==> src/rtl/daq_defs.svh <==
`ifndef DAQ_DEFS_SVH
`define DAQ_DEFS_SVH

////////////////////////////////////////////////////////////
// bus and sample sizes
////////////////////////////////////////////////////////////

`define DAQ_DATA_W          16          // host bus and adc word
`define DAQ_ADDR_W          9           // host bus address
`define DAQ_N_CH            8           // channels per conversion
`define DAQ_PERIOD_W        32          // key-phase period count

`define DAQ_VERSION         16'h1000    // version register contents

////////////////////////////////////////////////////////////
// adc strobe timing, in AD_CLK_40M cycles
////////////////////////////////////////////////////////////

`define DAQ_CONVST_CYCLES   2           // convst low time
`define DAQ_RD_CYCLES       2           // rd low time per channel

////////////////////////////////////////////////////////////
// key-phase meter
////////////////////////////////////////////////////////////

// no edge for this many cycles means the sensor is lost
`define DAQ_PHASE_TIMEOUT   4096

`endif

==> src/rtl/daq_pkg.sv <==
`default_nettype none

`include "daq_defs.svh"

package daq_pkg;

	typedef logic [`DAQ_DATA_W-1:0] sample_t;                 // one adc word
	typedef sample_t [`DAQ_N_CH-1:0] sample_frame_t;           // index = channel

	// capture engine states
	typedef enum logic [2:0] {
		IDLE,
		CONVST,                                                // convst_n low
		WAIT_BUSY_HI,
		WAIT_BUSY_LO,
		READ,                                                  // rd_n strobes, cs_n low
		DONE                                                   // frame_done cycle
	} adc_state_e;

	// host register map, word addresses in steps of 2
	typedef enum logic [`DAQ_ADDR_W-1:0] {
		VERSION    = 9'h000,
		SAMPLE_DIV = 9'h002,
		PHASE_L    = 9'h00A,
		PHASE_H    = 9'h00C,
		AD_ENABLE  = 9'h00E,
		AD_RESET   = 9'h010,
		STATUS     = 9'h014,
		CH0_DATA   = 9'h016,
		CH1_DATA   = 9'h018,
		CH2_DATA   = 9'h01A,
		CH3_DATA   = 9'h01C,
		CH4_DATA   = 9'h01E,
		CH5_DATA   = 9'h020,
		CH6_DATA   = 9'h022,
		CH7_DATA   = 9'h024
	} reg_addr_e;

endpackage

`default_nettype wire

==> src/rtl/adc_frame_if.sv <==
`timescale 1ns/1ps
`default_nettype none

`include "daq_defs.svh"

interface adc_frame_if;

	logic                     enable;         // acquisition on
	logic [`DAQ_DATA_W-1:0]   sample_div;     // cycles between starts, 0 = stopped
	daq_pkg::sample_frame_t   frame;          // valid while frame_done is high
	logic                     frame_done;     // one cycle per conversion

	// host register side
	modport ctrl (
		output enable,
		output sample_div,
		input  frame,
		input  frame_done
	);

	// capture engine side
	modport engine (
		input  enable,
		input  sample_div,
		output frame,
		output frame_done
	);

endinterface

`default_nettype wire

==> src/rtl/adc_capture.sv <==
`timescale 1ns/1ps
`default_nettype none

`include "daq_defs.svh"

module adc_capture (
	input  wire                AD_CLK_40M,
	input  wire                rst_i,
	adc_frame_if.engine        frm,
	input  wire daq_pkg::sample_t adc_db_i,
	input  wire                adc_busy_i,
	output logic               adc_convst_n_o,
	output logic               adc_rd_n_o,
	output logic               adc_cs_n_o
);

	logic [`DAQ_DATA_W-1:0]            div_cnt;      // pacing counter
	logic                              tick;         // start request
	daq_pkg::adc_state_e               state;
	logic [3:0]                        step_cnt;     // cycles inside convst or one read
	logic [$clog2(`DAQ_N_CH)-1:0]      ch_idx;       // channel being read
	daq_pkg::sample_frame_t            frame_q;

	////////////////////////////////////////////////////////////
	// sample pacing
	////////////////////////////////////////////////////////////

	always_ff @(posedge AD_CLK_40M) begin
		if (rst_i) begin
			div_cnt <= '0;
			tick    <= 1'b0;
		end else if (frm.enable && (frm.sample_div != '0)) begin
			if (div_cnt >= frm.sample_div - 1'b1) begin
				div_cnt <= '0;
				tick    <= 1'b1;                         // one start per sample_div cycles
			end else begin
				div_cnt <= div_cnt + 1'b1;
				tick    <= 1'b0;
			end
		end else begin
			div_cnt <= '0;                               // stopped, restart from zero
			tick    <= 1'b0;
		end
	end

	////////////////////////////////////////////////////////////
	// convert / busy / read sequence
	////////////////////////////////////////////////////////////

	always_ff @(posedge AD_CLK_40M) begin
		if (rst_i) begin
			state    <= daq_pkg::IDLE;
			step_cnt <= '0;
			ch_idx   <= '0;
		end else begin
			case (state)
				daq_pkg::IDLE: begin
					step_cnt <= '0;
					ch_idx   <= '0;
					if (tick)                            // ticks elsewhere are dropped
						state <= daq_pkg::CONVST;
				end
				daq_pkg::CONVST: begin
					if (step_cnt == 4'(`DAQ_CONVST_CYCLES - 1)) begin
						step_cnt <= '0;
						state    <= daq_pkg::WAIT_BUSY_HI;
					end else begin
						step_cnt <= step_cnt + 1'b1;
					end
				end
				daq_pkg::WAIT_BUSY_HI: begin
					if (adc_busy_i)
						state <= daq_pkg::WAIT_BUSY_LO;
				end
				daq_pkg::WAIT_BUSY_LO: begin
					if (!adc_busy_i)                     // conversion finished
						state <= daq_pkg::READ;
				end
				daq_pkg::READ: begin
					if (step_cnt == 4'(`DAQ_RD_CYCLES - 1) &&
						ch_idx == ($clog2(`DAQ_N_CH))'(`DAQ_N_CH - 1)) begin
						state <= daq_pkg::DONE;          // no gap after the last word
					end else if (step_cnt == 4'(`DAQ_RD_CYCLES)) begin
						step_cnt <= '0;                  // rd_n high cycle over
						ch_idx   <= ch_idx + 1'b1;
					end else begin
						step_cnt <= step_cnt + 1'b1;
					end
				end
				daq_pkg::DONE: begin
					state <= daq_pkg::IDLE;
				end
				default: begin
					state <= daq_pkg::IDLE;
				end
			endcase
		end
	end

	// word is taken on the last low cycle of rd_n
	always_ff @(posedge AD_CLK_40M) begin
		if (state == daq_pkg::READ && step_cnt == 4'(`DAQ_RD_CYCLES - 1))
			frame_q[ch_idx] <= adc_db_i;
	end

	////////////////////////////////////////////////////////////
	// adc strobes and frame output
	////////////////////////////////////////////////////////////

	assign adc_convst_n_o = (state != daq_pkg::CONVST);
	assign adc_cs_n_o     = (state != daq_pkg::READ);
	assign adc_rd_n_o     = !(state == daq_pkg::READ && step_cnt < 4'(`DAQ_RD_CYCLES));

	assign frm.frame      = frame_q;
	assign frm.frame_done = (state == daq_pkg::DONE);   // all channels stored here

endmodule

`default_nettype wire

==> src/rtl/daq_top.sv <==
`timescale 1ns/1ps
`default_nettype none

`include "daq_defs.svh"

module daq_top (
	input  wire                      AD_CLK_40M,
	input  wire                      rst_i,
	// host bus
	input  wire                      bus_cs_n_i,
	input  wire                      bus_we_n_i,
	input  wire                      bus_rd_n_i,
	input  wire [`DAQ_ADDR_W-1:0]    bus_addr_i,
	input  wire [`DAQ_DATA_W-1:0]    bus_data_i,
	output logic [`DAQ_DATA_W-1:0]   bus_data_o,
	// adc
	input  wire [`DAQ_DATA_W-1:0]    adc_db_i,
	input  wire                      adc_busy_i,
	output logic                     adc_convst_n_o,
	output logic                     adc_rd_n_o,
	output logic                     adc_cs_n_o,
	output logic                     adc_reset_o,
	// key phase
	input  wire                      phase_i
);

	logic [`DAQ_PERIOD_W-1:0]   period;
	logic                       phase_error;

	adc_frame_if frm_if ();                              // host_regs <-> capture

	adc_capture u_adc_capture (
		.AD_CLK_40M     (AD_CLK_40M),
		.rst_i          (rst_i),
		.frm            (frm_if.engine),
		.adc_db_i       (adc_db_i),
		.adc_busy_i     (adc_busy_i),
		.adc_convst_n_o (adc_convst_n_o),
		.adc_rd_n_o     (adc_rd_n_o),
		.adc_cs_n_o     (adc_cs_n_o)
	);

	phase_meter u_phase_meter (
		.AD_CLK_40M     (AD_CLK_40M),
		.rst_i          (rst_i),
		.phase_i        (phase_i),
		.period_o       (period),
		.phase_error_o  (phase_error)
	);

	host_regs u_host_regs (
		.AD_CLK_40M     (AD_CLK_40M),
		.rst_i          (rst_i),
		.bus_cs_n_i     (bus_cs_n_i),
		.bus_we_n_i     (bus_we_n_i),
		.bus_rd_n_i     (bus_rd_n_i),
		.bus_addr_i     (bus_addr_i),
		.bus_data_i     (bus_data_i),
		.bus_data_o     (bus_data_o),
		.frm            (frm_if.ctrl),
		.period_i       (period),
		.phase_error_i  (phase_error),
		.adc_reset_o    (adc_reset_o)
	);

endmodule

`default_nettype wire

==> src/rtl/host_regs.sv <==
`timescale 1ns/1ps
`default_nettype none

`include "daq_defs.svh"

module host_regs (
	input  wire                        AD_CLK_40M,
	input  wire                        rst_i,
	input  wire                        bus_cs_n_i,
	input  wire                        bus_we_n_i,
	input  wire                        bus_rd_n_i,
	input  wire [`DAQ_ADDR_W-1:0]      bus_addr_i,
	input  wire [`DAQ_DATA_W-1:0]      bus_data_i,
	output logic [`DAQ_DATA_W-1:0]     bus_data_o,
	adc_frame_if.ctrl                  frm,
	input  wire [`DAQ_PERIOD_W-1:0]    period_i,
	input  wire                        phase_error_i,
	output logic                       adc_reset_o
);

	daq_pkg::reg_addr_e          addr;
	logic                        wr_en;
	logic                        rd_en;
	logic [`DAQ_DATA_W-1:0]      sample_div_q;
	logic                        enable_q;
	logic                        ad_reset_q;
	logic                        frame_ready_q;
	daq_pkg::sample_frame_t      ch_q;           // latest sample per channel
	logic [`DAQ_DATA_W-1:0]      rdata;

	assign addr  = daq_pkg::reg_addr_e'(bus_addr_i);
	assign wr_en = !bus_cs_n_i && !bus_we_n_i;
	assign rd_en = !bus_cs_n_i && !bus_rd_n_i;

	////////////////////////////////////////////////////////////
	// control registers
	////////////////////////////////////////////////////////////

	always_ff @(posedge AD_CLK_40M) begin
		if (rst_i) begin
			sample_div_q <= '0;
			enable_q     <= 1'b0;
			ad_reset_q   <= 1'b0;
		end else if (wr_en) begin
			case (addr)
				daq_pkg::SAMPLE_DIV: sample_div_q <= bus_data_i;
				daq_pkg::AD_ENABLE:  enable_q     <= bus_data_i[0];
				daq_pkg::AD_RESET:   ad_reset_q   <= bus_data_i[0];
				default: ;                           // read-only or unmapped
			endcase
		end
	end

	// new frame wins over a status read in the same cycle
	always_ff @(posedge AD_CLK_40M) begin
		if (rst_i)
			frame_ready_q <= 1'b0;
		else if (frm.frame_done)
			frame_ready_q <= 1'b1;
		else if (rd_en && addr == daq_pkg::STATUS)
			frame_ready_q <= 1'b0;                   // clear on read
	end

	always_ff @(posedge AD_CLK_40M) begin
		if (frm.frame_done)
			ch_q <= frm.frame;
	end

	////////////////////////////////////////////////////////////
	// read multiplexer
	////////////////////////////////////////////////////////////

	always_comb begin
		rdata = '0;
		if (rd_en) begin
			case (addr)
				daq_pkg::VERSION:    rdata = `DAQ_VERSION;
				daq_pkg::SAMPLE_DIV: rdata = sample_div_q;
				daq_pkg::PHASE_L:    rdata = period_i[`DAQ_DATA_W-1:0];
				daq_pkg::PHASE_H:    rdata = period_i[`DAQ_PERIOD_W-1:`DAQ_DATA_W];
				daq_pkg::AD_ENABLE:  rdata = {{(`DAQ_DATA_W-1){1'b0}}, enable_q};
				daq_pkg::AD_RESET:   rdata = {{(`DAQ_DATA_W-1){1'b0}}, ad_reset_q};
				daq_pkg::STATUS:     rdata = {{(`DAQ_DATA_W-2){1'b0}}, phase_error_i,
					frame_ready_q};
				daq_pkg::CH0_DATA:   rdata = ch_q[0];
				daq_pkg::CH1_DATA:   rdata = ch_q[1];
				daq_pkg::CH2_DATA:   rdata = ch_q[2];
				daq_pkg::CH3_DATA:   rdata = ch_q[3];
				daq_pkg::CH4_DATA:   rdata = ch_q[4];
				daq_pkg::CH5_DATA:   rdata = ch_q[5];
				daq_pkg::CH6_DATA:   rdata = ch_q[6];
				daq_pkg::CH7_DATA:   rdata = ch_q[7];
				default:             rdata = '0;     // unmapped
			endcase
		end
	end

	assign bus_data_o     = rdata;
	assign frm.enable     = enable_q;
	assign frm.sample_div = sample_div_q;
	assign adc_reset_o    = ad_reset_q;

endmodule

`default_nettype wire

==> src/rtl/phase_meter.sv <==
`timescale 1ns/1ps
`default_nettype none

`include "daq_defs.svh"

module phase_meter (
	input  wire                       AD_CLK_40M,
	input  wire                       rst_i,
	input  wire                       phase_i,
	output logic [`DAQ_PERIOD_W-1:0]  period_o,
	output logic                      phase_error_o
);

	logic                       ph_meta;      // first sync stage
	logic                       ph_sync;      // second sync stage
	logic                       ph_prev;
	logic                       rise;
	logic                       seen;         // an edge has been seen since timeout
	logic [`DAQ_PERIOD_W-1:0]   cnt_q;        // cycles since the last edge
	logic [`DAQ_PERIOD_W-1:0]   period_q;

	always_ff @(posedge AD_CLK_40M) begin
		if (rst_i) begin
			ph_meta <= 1'b0;
			ph_sync <= 1'b0;
			ph_prev <= 1'b0;
		end else begin
			ph_meta <= phase_i;
			ph_sync <= ph_meta;
			ph_prev <= ph_sync;
		end
	end

	assign rise = ph_sync && !ph_prev;

	// cnt_q holds k at the k-th edge after a phase pulse
	always_ff @(posedge AD_CLK_40M) begin
		if (rst_i) begin
			seen     <= 1'b0;
			cnt_q    <= '0;
			period_q <= '0;
		end else if (rise) begin
			if (seen)
				period_q <= cnt_q;                     // first edge only arms the counter
			cnt_q <= `DAQ_PERIOD_W'(1);
			seen  <= 1'b1;
		end else if (seen) begin
			if (cnt_q == `DAQ_PERIOD_W'(`DAQ_PHASE_TIMEOUT)) begin
				period_q <= '0;                        // pulse lost
				seen     <= 1'b0;
			end else begin
				cnt_q <= cnt_q + 1'b1;
			end
		end
	end

	assign period_o      = period_q;
	assign phase_error_o = (period_q == '0);

endmodule

`default_nettype wire

==> config.mk <==
export PLATFORM = sky130hd
export DESIGN_NAME = daq_top
export DESIGN_NICKNAME = d
export VERILOG_FILES = /design/src/rtl/daq_pkg.sv /design/src/rtl/adc_frame_if.sv /design/src/rtl/adc_capture.sv /design/src/rtl/daq_top.sv /design/src/rtl/host_regs.sv /design/src/rtl/phase_meter.sv
export VERILOG_INCLUDE_DIRS = /design/src /design/src/rtl
export SDC_FILE = /design/constraint.sdc
export NUM_CORES = 1
export LEC_CHECK = 0
export BUFFER_PORTS_ARGS = -buffer_cell sky130_fd_sc_hd__clkbuf_2
export CAP_MARGIN = 20
export CORE_ASPECT_RATIO = 2
export CORE_MARGIN = 8
export CORE_UTILIZATION = 55
export DETAILED_ROUTE_END_ITERATION = 7
export PLACE_DENSITY = 0.75
export SLEW_MARGIN = 20
export SYNTH_ARGS = -nofsm -noshare
export SYNTH_HDL_FRONTEND = slang
export SYNTH_SLANG_ARGS = --single-unit
==> constraint.sdc <==
create_clock -name AD_CLK_40M -period 3.71 [get_ports AD_CLK_40M]
set_input_delay 0.5565 -clock AD_CLK_40M [delete_from_list [all_inputs] [get_ports AD_CLK_40M]]
set_output_delay 0.5565 -clock AD_CLK_40M [all_outputs]
set_load 0.01 [all_outputs]
; Yosys cells after proc, flatten, opt, wreduce, memory -nomap -nowiden
; Cells that the tools add are included.
[classes]
n_addsub = 5
order_cmp = 4
n_eq_ne = 33
n_mux = 31
bitwise = 2
n_reduce_logical = 35
[op_table]
columns = cell, n
row1 = $pmux W16 S15, 1
row2 = $bwmux W128, 1
row3 = $mux W32, 4
row4 = $eq A9 B5 Y1 const B, 7
row5 = $demux W16 S3, 1
row6 = $add A32 B1 Y32 const B, 1
row7 = $eq A32 B13 Y1 const B, 1
row8 = $logic_not A32 Y1, 1
row9 = $mux W16, 2
row10 = $eq A9 B4 Y1 const B, 3
row11 = $eq A9 B6 Y1 const B, 3
row12 = $mux W3, 7
row13 = $add A16 B1 Y16 const B, 1
row14 = $ge A16 B16 Y1, 1
row15 = $reduce_bool A16 Y1, 1
row16 = $sub A16 B1 Y16 const B, 1
row17 = $pmux W3 S5, 1
row18 = $reduce_and A2 Y1, 7
row19 = $mux W4, 3
row20 = $pmux W4 S3, 1
row21 = $ne A2 B1 Y1 const B, 5
row22 = $eq A3 B3 Y1 const B, 3
row23 = $eq A9 B2 Y1 const B, 1
row24 = $logic_and A1 B1 Y1, 9
row25 = other kinds (24), 44
[word_totals]
register_bits = 370
inputBits = 48
out_inout_bits = 20
wordCells = 142

; Longest topological paths before layout
; Gate-level depths: netlist of run 1.
[logic_depth]
depth_word = 5
mapped_depth = 13
depth_no_buf = 12

; Modules after synthesis
; Synthesis of run 1 repeated with hierarchy kept, for this count alone.
[unflattened]
cells_unflattened = 1134
area_unflattened_um2 = 14936.8
[by_module_without_submodules]
columns = mod, instances, cells_per_inst, area_each_um2, seq_area_each_um2
row1 = host_regs, 1, 489, 6406.1, 4224.1
row2 = adc_capture, 1, 361, 5776.8, 4384.2
row3 = phase_meter, 1, 284, 2753.9, 1361.3

; Least setup slack after synthesis of run 1
; OpenSTA, ideal clock, no wires.
[synth_timing]
path_kind = flip-flop to flip-flop
from = reg u_adc_capture.state[1]
to = reg u_host_regs.ch_q[0] (netlist bit) (enable)
setup_ns = 0.481
arrival_ns = 3.207
t_required_ns = 3.229
slack_ns = 0.021
path_stages_with_launch = 5
path_buffers = 1
synth_period_minus_slack_ns = 3.689
path_cell_list = dfxtp_1 -> clkbuf_1 -> nor2b_1 -> nand2_1 -> inv_1
[synth_via]
elab_chain_cells = 1
[synth_rtl]
columns = item, line_no
row1 = start: declaration, adc_capture.sv:19  ; daq_pkg::adc_state_e state;
row2 = start signal: assignment, adc_capture.sv:52  ; state <= daq_pkg::IDLE;
row3 = start signal: assignment, adc_capture.sv:61  ; state <= daq_pkg::CONVST;
row4 = start signal: assignment, adc_capture.sv:66  ; state <= daq_pkg::WAIT_BUSY_HI;
row5 = $eq A3 B3 Y1, adc_capture.sv:115  ; assign frm.frame_done = (state == daq_pkg::DONE);
row6 = named net frm_if.frame_done, adc_frame_if.sv:11  ; logic frame_done;
row7 = end signal: assignment, host_regs.sv:66  ; ch_q <= frm.frame;
row8 = end: declaration, host_regs.sv:28  ; daq_pkg::sample_frame_t ch_q;
; The timed path passes the listed nets, and every way through them passes these cells.
; A chain may end at the register's enable or synchronous reset.

; Worst setup path in the final report of run 1
[layout_timing]
from = in bus_addr_i[5]
to = out bus_data_o[14]
[layout_via]
elab_chain_cells = 3
elab_cells_between_ends = 17
classes_between = eq/ne (14) / mux (2) / reduce/logical (1)
[layout_rtl]
columns = item, line_no
row1 = start: declaration, daq_top.sv:13  ; input wire [`DAQ_ADDR_W-1:0] bus_addr_i,
row2 = "$eq A9 B6 Y1, or another cell as far along", host_regs.sv:76  ; case (addr)
row3 = $pmux W16 S15 (*), host_regs.sv:76
row4 = $mux W16 (*), host_regs.sv:75  ; if (rd_en) begin
row5 = end: declaration, daq_top.sv:15  ; output logic [`DAQ_DATA_W-1:0] bus_data_o,
; Mark *: on every way between the ends. The rest lies on a longest branch, timed or not.

==> results of run 1 <==
sequential cells by signal, indices dropped and copies added (netlist names), 3 cells and up:
name                        count
u_host_regs.ch_q              128
u_adc_capture.ch_idx            3
u_adc_capture.state             3
u_adc_capture.div_cnt          16
u_phase_meter.cnt_q            32
u_phase_meter.period_o         32
u_adc_capture.step_cnt          4
u_host_regs.frm.sample_div     16
u_adc_capture.frm.frame       128
critical path: stages:
cell and delay [ps]:
sky130_fd_sc_hd__clkbuf_2 150, sky130_fd_sc_hd__nor4_2 520, sky130_fd_sc_hd__nand2_1 380, sky130_fd_sc_hd__nor2_1 500
sky130_fd_sc_hd__a221oi_1 140, sky130_fd_sc_hd__a21oi_1 370, sky130_fd_sc_hd__clkbuf_2 210
logic make-up after synthesis:
logic type	Yosys count	share of synthesized area (%)
DFF	370	67.4
AOI/OAI and AO/OA	236	11.0
adders and majority gates	22	1.86
and+or+nand+nor	331	12.4
buffers and inverters	68	2.11
xor gates and xnor gates	40	2.37
muxes	38	2.85
power breakdown:
group	total, mW	internal (mW)	leakage, nW	switching (mW)
Clock	3.32	1.88	0.490	1.43
Combinational	0.186	0.0631	1.77	0.123
Sequential	4.38	4.38	3.22	0.00412
Total	7.89	6.33	5.48	1.56
metal layers:
| layer | part of all wire, % | wire length (um) | vias to the layer above |
|---|---|---|---|
| met3 | 7.2 | 2600 | 128 |
| met1 | 38 | 13700 | 4766 |
| met5 | 0 | 0 | - |
| met2 | 50 | 18000 | 459 |
| met4 | 5.6 | 2050 | 0 |
| li1 | - | - | 4443 |
layout make-up:
cell class                 instances  area, um^2  share of cell area (%)
clock buffer                      38         802                    4.82
clock inverter                    18         225                    1.35
inverter                          18        70.1                   0.421
multi-input combinational        667        4540                    27.3
sequential                       370        9970                    59.9
tap                              348         435                    2.62
timing repair buffer             100         596                    3.58
path summary, 6_finish.rpt:
kind / depth (start not counted) / endpoint / slack, ps
max: 7 / bus_data_o[14] / 320
min: 2 / u_phase_meter.ph_meta$_SDFF_PP0_ / 210
max reg2reg: 12 / u_adc_capture.div_cnt[15]$_SDFF_PP0_ / 460
min reg2reg: 0 / u_host_regs.ch_q[50]$_DFFE_PP_ / 410
synth_stat cells (all sizes together) (11+ instances only):
library cell  number  area [um^2]
o21ai             25          125
xor2              13          114
a22o              38          333
mux2              23          259
inv               18         67.6
a221oi            15          131
nor4              30          221
dfxtp            114         2280
buf               32          176
nand4             16          128
or3               15          100
a31oi             16          100
nand3             22          123
xnor2             27          236
nor2b             11         68.8
nand2             77          289
ha                22          275
mux2i             14          140
nor3              19          106
clkbuf            18         67.6
nor2              77          289
a21oi             74          370
edfxtp           256         7690
a22oi             27          203
==> PnR_summary.wiki, run 1 <==
{| class="wikitable"
! Metric !! Value
|-
| Result of the run || finished, final reports clean
|-
| Post-layout total power || 7.89 mW
|-
| Startpoint Class || primary input
|-
| Final nets || 1257
|-
| Fraction of final layout cells with drive strength greater than 1 || 16.6%
|-
| Number of enable-type register cells in the synthesized netlist || 256
|-
| Initial core utilization || 55.4%
|-
| Hold Fails Final Rpt || 0
|-
| Antenna Cells || 0
|-
| Antenna violations before repair || 0
|-
| CTS H-tree depth || 1
|-
| Slew at the pin closest to its max-slew limit || 883 ps
|-
| Final design utilization || 62.3%
|-
| Clock Path Buffers || 3
|-
| Dominant synthesized flop cell || sky130_fd_sc_hd__edfxtp_1
|-
| Final Cell Area || 16600 um^2
|-
| Dpl cell area || 15600 um^2
|-
| Most frequent standard cell in the layout excluding fill and tap cells || sky130_fd_sc_hd__edfxtp_1
|-
| Sequential element share of the synthesized area || 67.4%
|-
| Hold-fix buffer count after cts || 0
|-
| Final weighted congestion of routability-driven global placement || 0.974
|-
| Number of nets produced by synthesis || 1175
|-
| Number of iterations in the first detailed-routing pass || 6
|-
| Fraction of registers with async set or reset after synthesis || 0%
|-
| Vert. Die Dim || 248 um
|-
| Via density || 6.28
|-
| CTS sink count || 370
|-
| Number of inserted filler cells in the final layout || 1965
|-
| Root buffer cell || sky130_fd_sc_hd__clkbuf_16
|-
| Number of instances in the placed design || 1503
|-
| Final setup slack of the worst path || 318 ps
|-
| Final clock skew || 12.4 ps
|-
| Total vias in the final route || 9796
|-
| Static Leakage || 5.48 nW
|-
| Final-report setup violation count || 0
|-
| IO buf count || 67
|-
| Combined area of all synthesized cells || 14800 um^2
|-
| Worst-skew pair later-pin latency || 570 ps
|-
| Worst path arrival time || 2840 ps
|-
| Routed WL per cell || 23.3 um
|-
| DRC violation total after the first TritonRoute iteration || 1092
|-
| Max-slew violation total from the final report || 0
|-
| Hold path startpoint || phase_i
|-
| Power density of the placed cells || 474 nW/um^2
|-
| TritonCTS clock tree || yes
|-
| Final critical path time including I/O delays and setup || 3390 ps
|-
| Launch point of the worst reg-to-reg path || u_host_regs.frm.sample_div[1]$_SDFFE_PP0P_
|-
| Die Outline Area || 32700 um^2
|-
| Number of warnings printed during yosys synthesis || 0
|-
| Gate count after technology mapping || 1105
|-
| Maximum number of pins on one net before global-route repair || 60
|-
| First-pass GRT wire length || 55.5 mm
|-
| Synth unique cells || 75
|-
| Post-place setup slack || 450 ps
|-
| Total gr overflow || 0
|-
| Fmax || 295 MHz
|-
| Final setup TNS || 0 ps
|-
| Final non-filler cell total || 1559
|-
| Crit. Startpoint || bus_addr_i[5]
|-
| Startpoint-to-endpoint class of the critical path || in -> out
|-
| Normalized max-slew margin || 41.2%
|-
| Number of rows created at floorplan || 85
|-
| Met1 global-route usage || 26.1%
|-
| Max-capacitance violation count || 0
|-
| Core box area || 26700 um^2
|-
| Number of buffers added for setup after CTS || 0
|-
| GR Util met2 || 37.4%
|-
| Endpoint kind of the worst setup timing path || output pin
|-
| Most frequent cells in the layout || sky130_fd_sc_hd__edfxtp_1 (256), sky130_fd_sc_hd__dfxtp_1 (114), sky130_fd_sc_hd__nand2_1 (77)
|-
| Critical-path maximum fanout || 9
|-
| Post-cts sizing count || 0
|-
| Clock Pin Slew Worst Setup and Hold Paths || 70 ps
|-
| Portion of the clock cycle consumed by the worst path in the final layout || 91.4%
|-
| Mean Syn Cell Area || 13.4 um^2
|-
| Number of global-route vias before repair || 9612
|-
| Area Overhead vs Synth || 12.4%
|-
| Detail Route Antenna Nets || 0
|-
| Final Routed Wirelength || 36.3 mm
|-
| Most heavily used metal layer in global routing || met2
|-
| Total of flip-flops plus latches after synthesis || 370
|-
| Unrepaired setup endpoints after global routing || false
|-
| Worst hold margin || 205 ps
|-
| Hold/Removal Path Class || in -> reg
|-
| Clock buffers created by TritonCTS || 30
|-
| Remaining routing DRC violations || 0
|-
| Peak supply drop || 0.539 mV
|-
| Die X || 132 um
|-
| GRT Overall Usage || 22.0%
|-
| I/O pin count || 68
|-
| Met3 track demand over resource in global routing || 3.47%
|-
| Required time at the endpoint of the critical path || 3150 ps
|-
| Hpwl dp || 25.6 mm
|}
Note: power is estimated with default switching activity, not from simulation.
==> run 2, diff against run 1 <==
--- a/config.mk
+++ b/config.mk
@@ -12,7 +12,7 @@
 export CORE_MARGIN = 8
 export CORE_UTILIZATION = 55
 export DETAILED_ROUTE_END_ITERATION = 7
-export PLACE_DENSITY = 0.75
+export PLACE_DENSITY = 0.79
 export SLEW_MARGIN = 20
 export SYNTH_ARGS = -nofsm -noshare
 export SYNTH_HDL_FRONTEND = slang
==> run 2 against run 1 <==
  * Worst setup slack better by 37 ps
  * Clock skew increased by 4.9 ps
  * Hold slack gained 17 ps
  * Clock-buffer cell count fell by 1
  * Largest power group unchanged
  * Die area unchanged
==> PnR_summary.wiki, run 2 (synthesized netlist as in run 1, its figures left out) <==
{| class="wikitable"
! Metric !! Value
|-
| Number of inserted filler cells in the final layout || 1990
|-
| Worst Hold Depth || 3
|-
| CTS sink count || 370
|-
| Reg2reg path depth || 12
|-
| Max-capacitance violation count || 0
|-
| Launch point of the worst reg-to-reg path || u_host_regs.frm.sample_div[2]$_SDFFE_PP0P_
|-
| Initial core utilization || 55.4%
|-
| Root buffer cell || sky130_fd_sc_hd__clkbuf_16
|-
| Number of rows created at floorplan || 85
|-
| Worst path arrival time || 2800 ps
|-
| Post-cts sizing count || 0
|-
| Total vias in the final route || 9688
|-
| Hold-fix buffer count after cts || 0
|-
| Static Leakage || 5.48 nW
|-
| Final clock skew || 17.3 ps
|-
| Result of the run || finished, final reports clean
|-
| Final-report setup violation count || 0
|-
| GRT Overall Usage || 22.0%
|-
| Most frequent cells in the layout || sky130_fd_sc_hd__edfxtp_1 (256), sky130_fd_sc_hd__dfxtp_1 (114), sky130_fd_sc_hd__nand2_1 (77), sky130_fd_sc_hd__nor2_1 (77), sky130_fd_sc_hd__a21oi_1 (73)
|-
| TritonCTS clock tree || yes
|-
| Number of buffers added for setup after CTS || 0
|-
| Core box area || 26700 um^2
|-
| Number of iterations in the first detailed-routing pass || 5
|-
| Final critical path time including I/O delays and setup || 3350 ps
|-
| Area Overhead vs Synth || 12.4%
|-
| Clock Pin Slew Worst Setup and Hold Paths || 60 ps
|-
| Critical-path maximum fanout || 9
|-
| Required time at the endpoint of the critical path || 3150 ps
|-
| Die Outline Area || 32700 um^2
|-
| Number of instances in the placed design || 1505
|-
| Endpoint kind of the worst setup timing path || output pin
|-
| Detail Route Antenna Nets || 0
|-
| Most frequent standard cell in the layout excluding fill and tap cells || sky130_fd_sc_hd__edfxtp_1
|-
| Via density || 6.20
|-
| Antenna violations before repair || 0
|-
| Fraction of final layout cells with drive strength greater than 1 || 16.8%
|-
| Flop2flop setup slack || 530 ps
|-
| Hold path startpoint || bus_data_i[7]
|-
| CTS H-tree depth || 1
|-
| Remaining routing DRC violations || 0
|-
| Total gr overflow || 0
|-
| Unrepaired setup endpoints after global routing || false
|-
| Clock buffers created by TritonCTS || 31
|-
| Final setup TNS || 0 ps
|-
| Maximum number of pins on one net before global-route repair || 57
|-
| Clock Path Buffers || 3
|-
| I/O pin count || 68
|-
| Hold/Removal Path Class || in -> reg
|-
| Slew at the pin closest to its max-slew limit || 845 ps
|-
| Startpoint Class || primary input
|-
| Hold Fails Final Rpt || 0
|-
| IO buf count || 67
|-
| Hpwl dp || 25.5 mm
|-
| Antenna Cells || 0
|-
| Portion of the clock cycle consumed by the worst path in the final layout || 90.4%
|-
| Final Routed Wirelength || 36.3 mm
|-
| Vert. Die Dim || 248 um
|-
| Final nets || 1260
|-
| WHS Endpoint || u_host_regs.frm.sample_div[7]$_SDFFE_PP0P_
|-
| Final weighted congestion of routability-driven global placement || 0.933
|-
| Startpoint-to-endpoint class of the critical path || in -> out
|-
| Final non-filler cell total || 1563
|-
| DRC violation total after the first TritonRoute iteration || 1068
|-
| First-pass GRT wire length || 55.9 mm
|-
| Fmax || 298 MHz
|-
| Peak supply drop || 0.509 mV
|-
| Normalized max-slew margin || 42.8%
|-
| Routed WL per cell || 23.2 um
|-
| Max-slew violation total from the final report || 0
|-
| Number of global-route vias before repair || 9729
|-
| Power density of the placed cells || 469 nW/um^2
|-
| Endpoint of the worst register-to-register path || u_adc_capture.div_cnt[3]$_SDFF_PP0_
|-
| Worst-skew pair later-pin latency || 570 ps
|-
| Die X || 132 um
|}
==> run 2: layout make-up <==
type | count | area, um^2 | area share (%)
Tap cell | 348 | 435 | 2.62
Inverter | 18 | 70.1 | 0.421
Timing Repair Buffer | 102 | 611 | 3.67
Clock inverter | 21 | 193 | 1.16
Multi-Input combinational cell | 667 | 4530 | 27.3
Sequential cell | 370 | 9970 | 59.9
Clock buffer | 37 | 820 | 4.93
==> run 2: how the worst max path moves through the flow <==
stage	startpoint	end	slack, ps	depth (start not counted)
after floorplan	u_adc_capture.state[1]$_SDFFE_PP0P_	u_host_regs.ch_q[0]$_DFFE_PP_	20	4
after global placement	bus_addr_i[5]	bus_data_o[12]	480	6
after detailed placement	bus_addr_i[5]	bus_data_o[12]	440	7
after CTS	bus_addr_i[5]	bus_data_o[12]	410	7
after global routing	u_host_regs.frm.sample_div[2]$_SDFFE_PP0P_	u_adc_capture.div_cnt[3]$_SDFF_PP0_	250	12
final	bus_addr_i[5]	bus_data_o[3]	360	7
==> run 2: worst max-delay path, cell delays in order <==
cell	delay, ps
sky130_fd_sc_hd__clkbuf_2	160
sky130_fd_sc_hd__nor4_2	610
sky130_fd_sc_hd__nand2_1	370
sky130_fd_sc_hd__nor2_1	470
sky130_fd_sc_hd__a222oi_1	200
sky130_fd_sc_hd__a31oi_1	250
sky130_fd_sc_hd__clkbuf_2	190
==> run 2: through the flow <==
| step | hold WS (ps) | utilization (%) | instance area, um^2 | power, mW | setup WS, ps |
|---|---|---|---|---|---|
| detailed placement | 405 | 58.5 | 15600 | 4.66 | 435 |
| floorplan | 400 | - | 14800 | 4.57 | 21.4 |
| CTS | 199 | 62.3 | 16600 | 7.83 | 412 |
| finish | 222 | 62.3 | 16600 | 7.80 | 355 |
| global route | 211 | 62.3 | 16600 | 8.00 | 254 |
| global placement | 400 | 58.5 | 15600 | 4.66 | 476 |
==> run 2: power breakdown <==
| group | total [mW] | internal [mW] | switching (mW) | leakage (nW) |
|---|---|---|---|---|
| sequential | 4.38 | 4.38 | 0.00412 | 3.22 |
| clock | 3.22 | 1.79 | 1.43 | 0.480 |
| combinational | 0.191 | 0.0641 | 0.127 | 1.78 |
==> run 2: layer usage <==
| metal | GRT usage [%] | part of all wire, % | vias up |
|---|---|---|---|
| li1 | - | - | 4426 |
| met1 | 26.5 | 39 | 4724 |
| met2 | 38.9 | 50 | 446 |
| met3 | 3.40 | 6.9 | 92 |
| met4 | 8.26 | 3.6 | 0 |
| met5 | 0 | 0 | - |
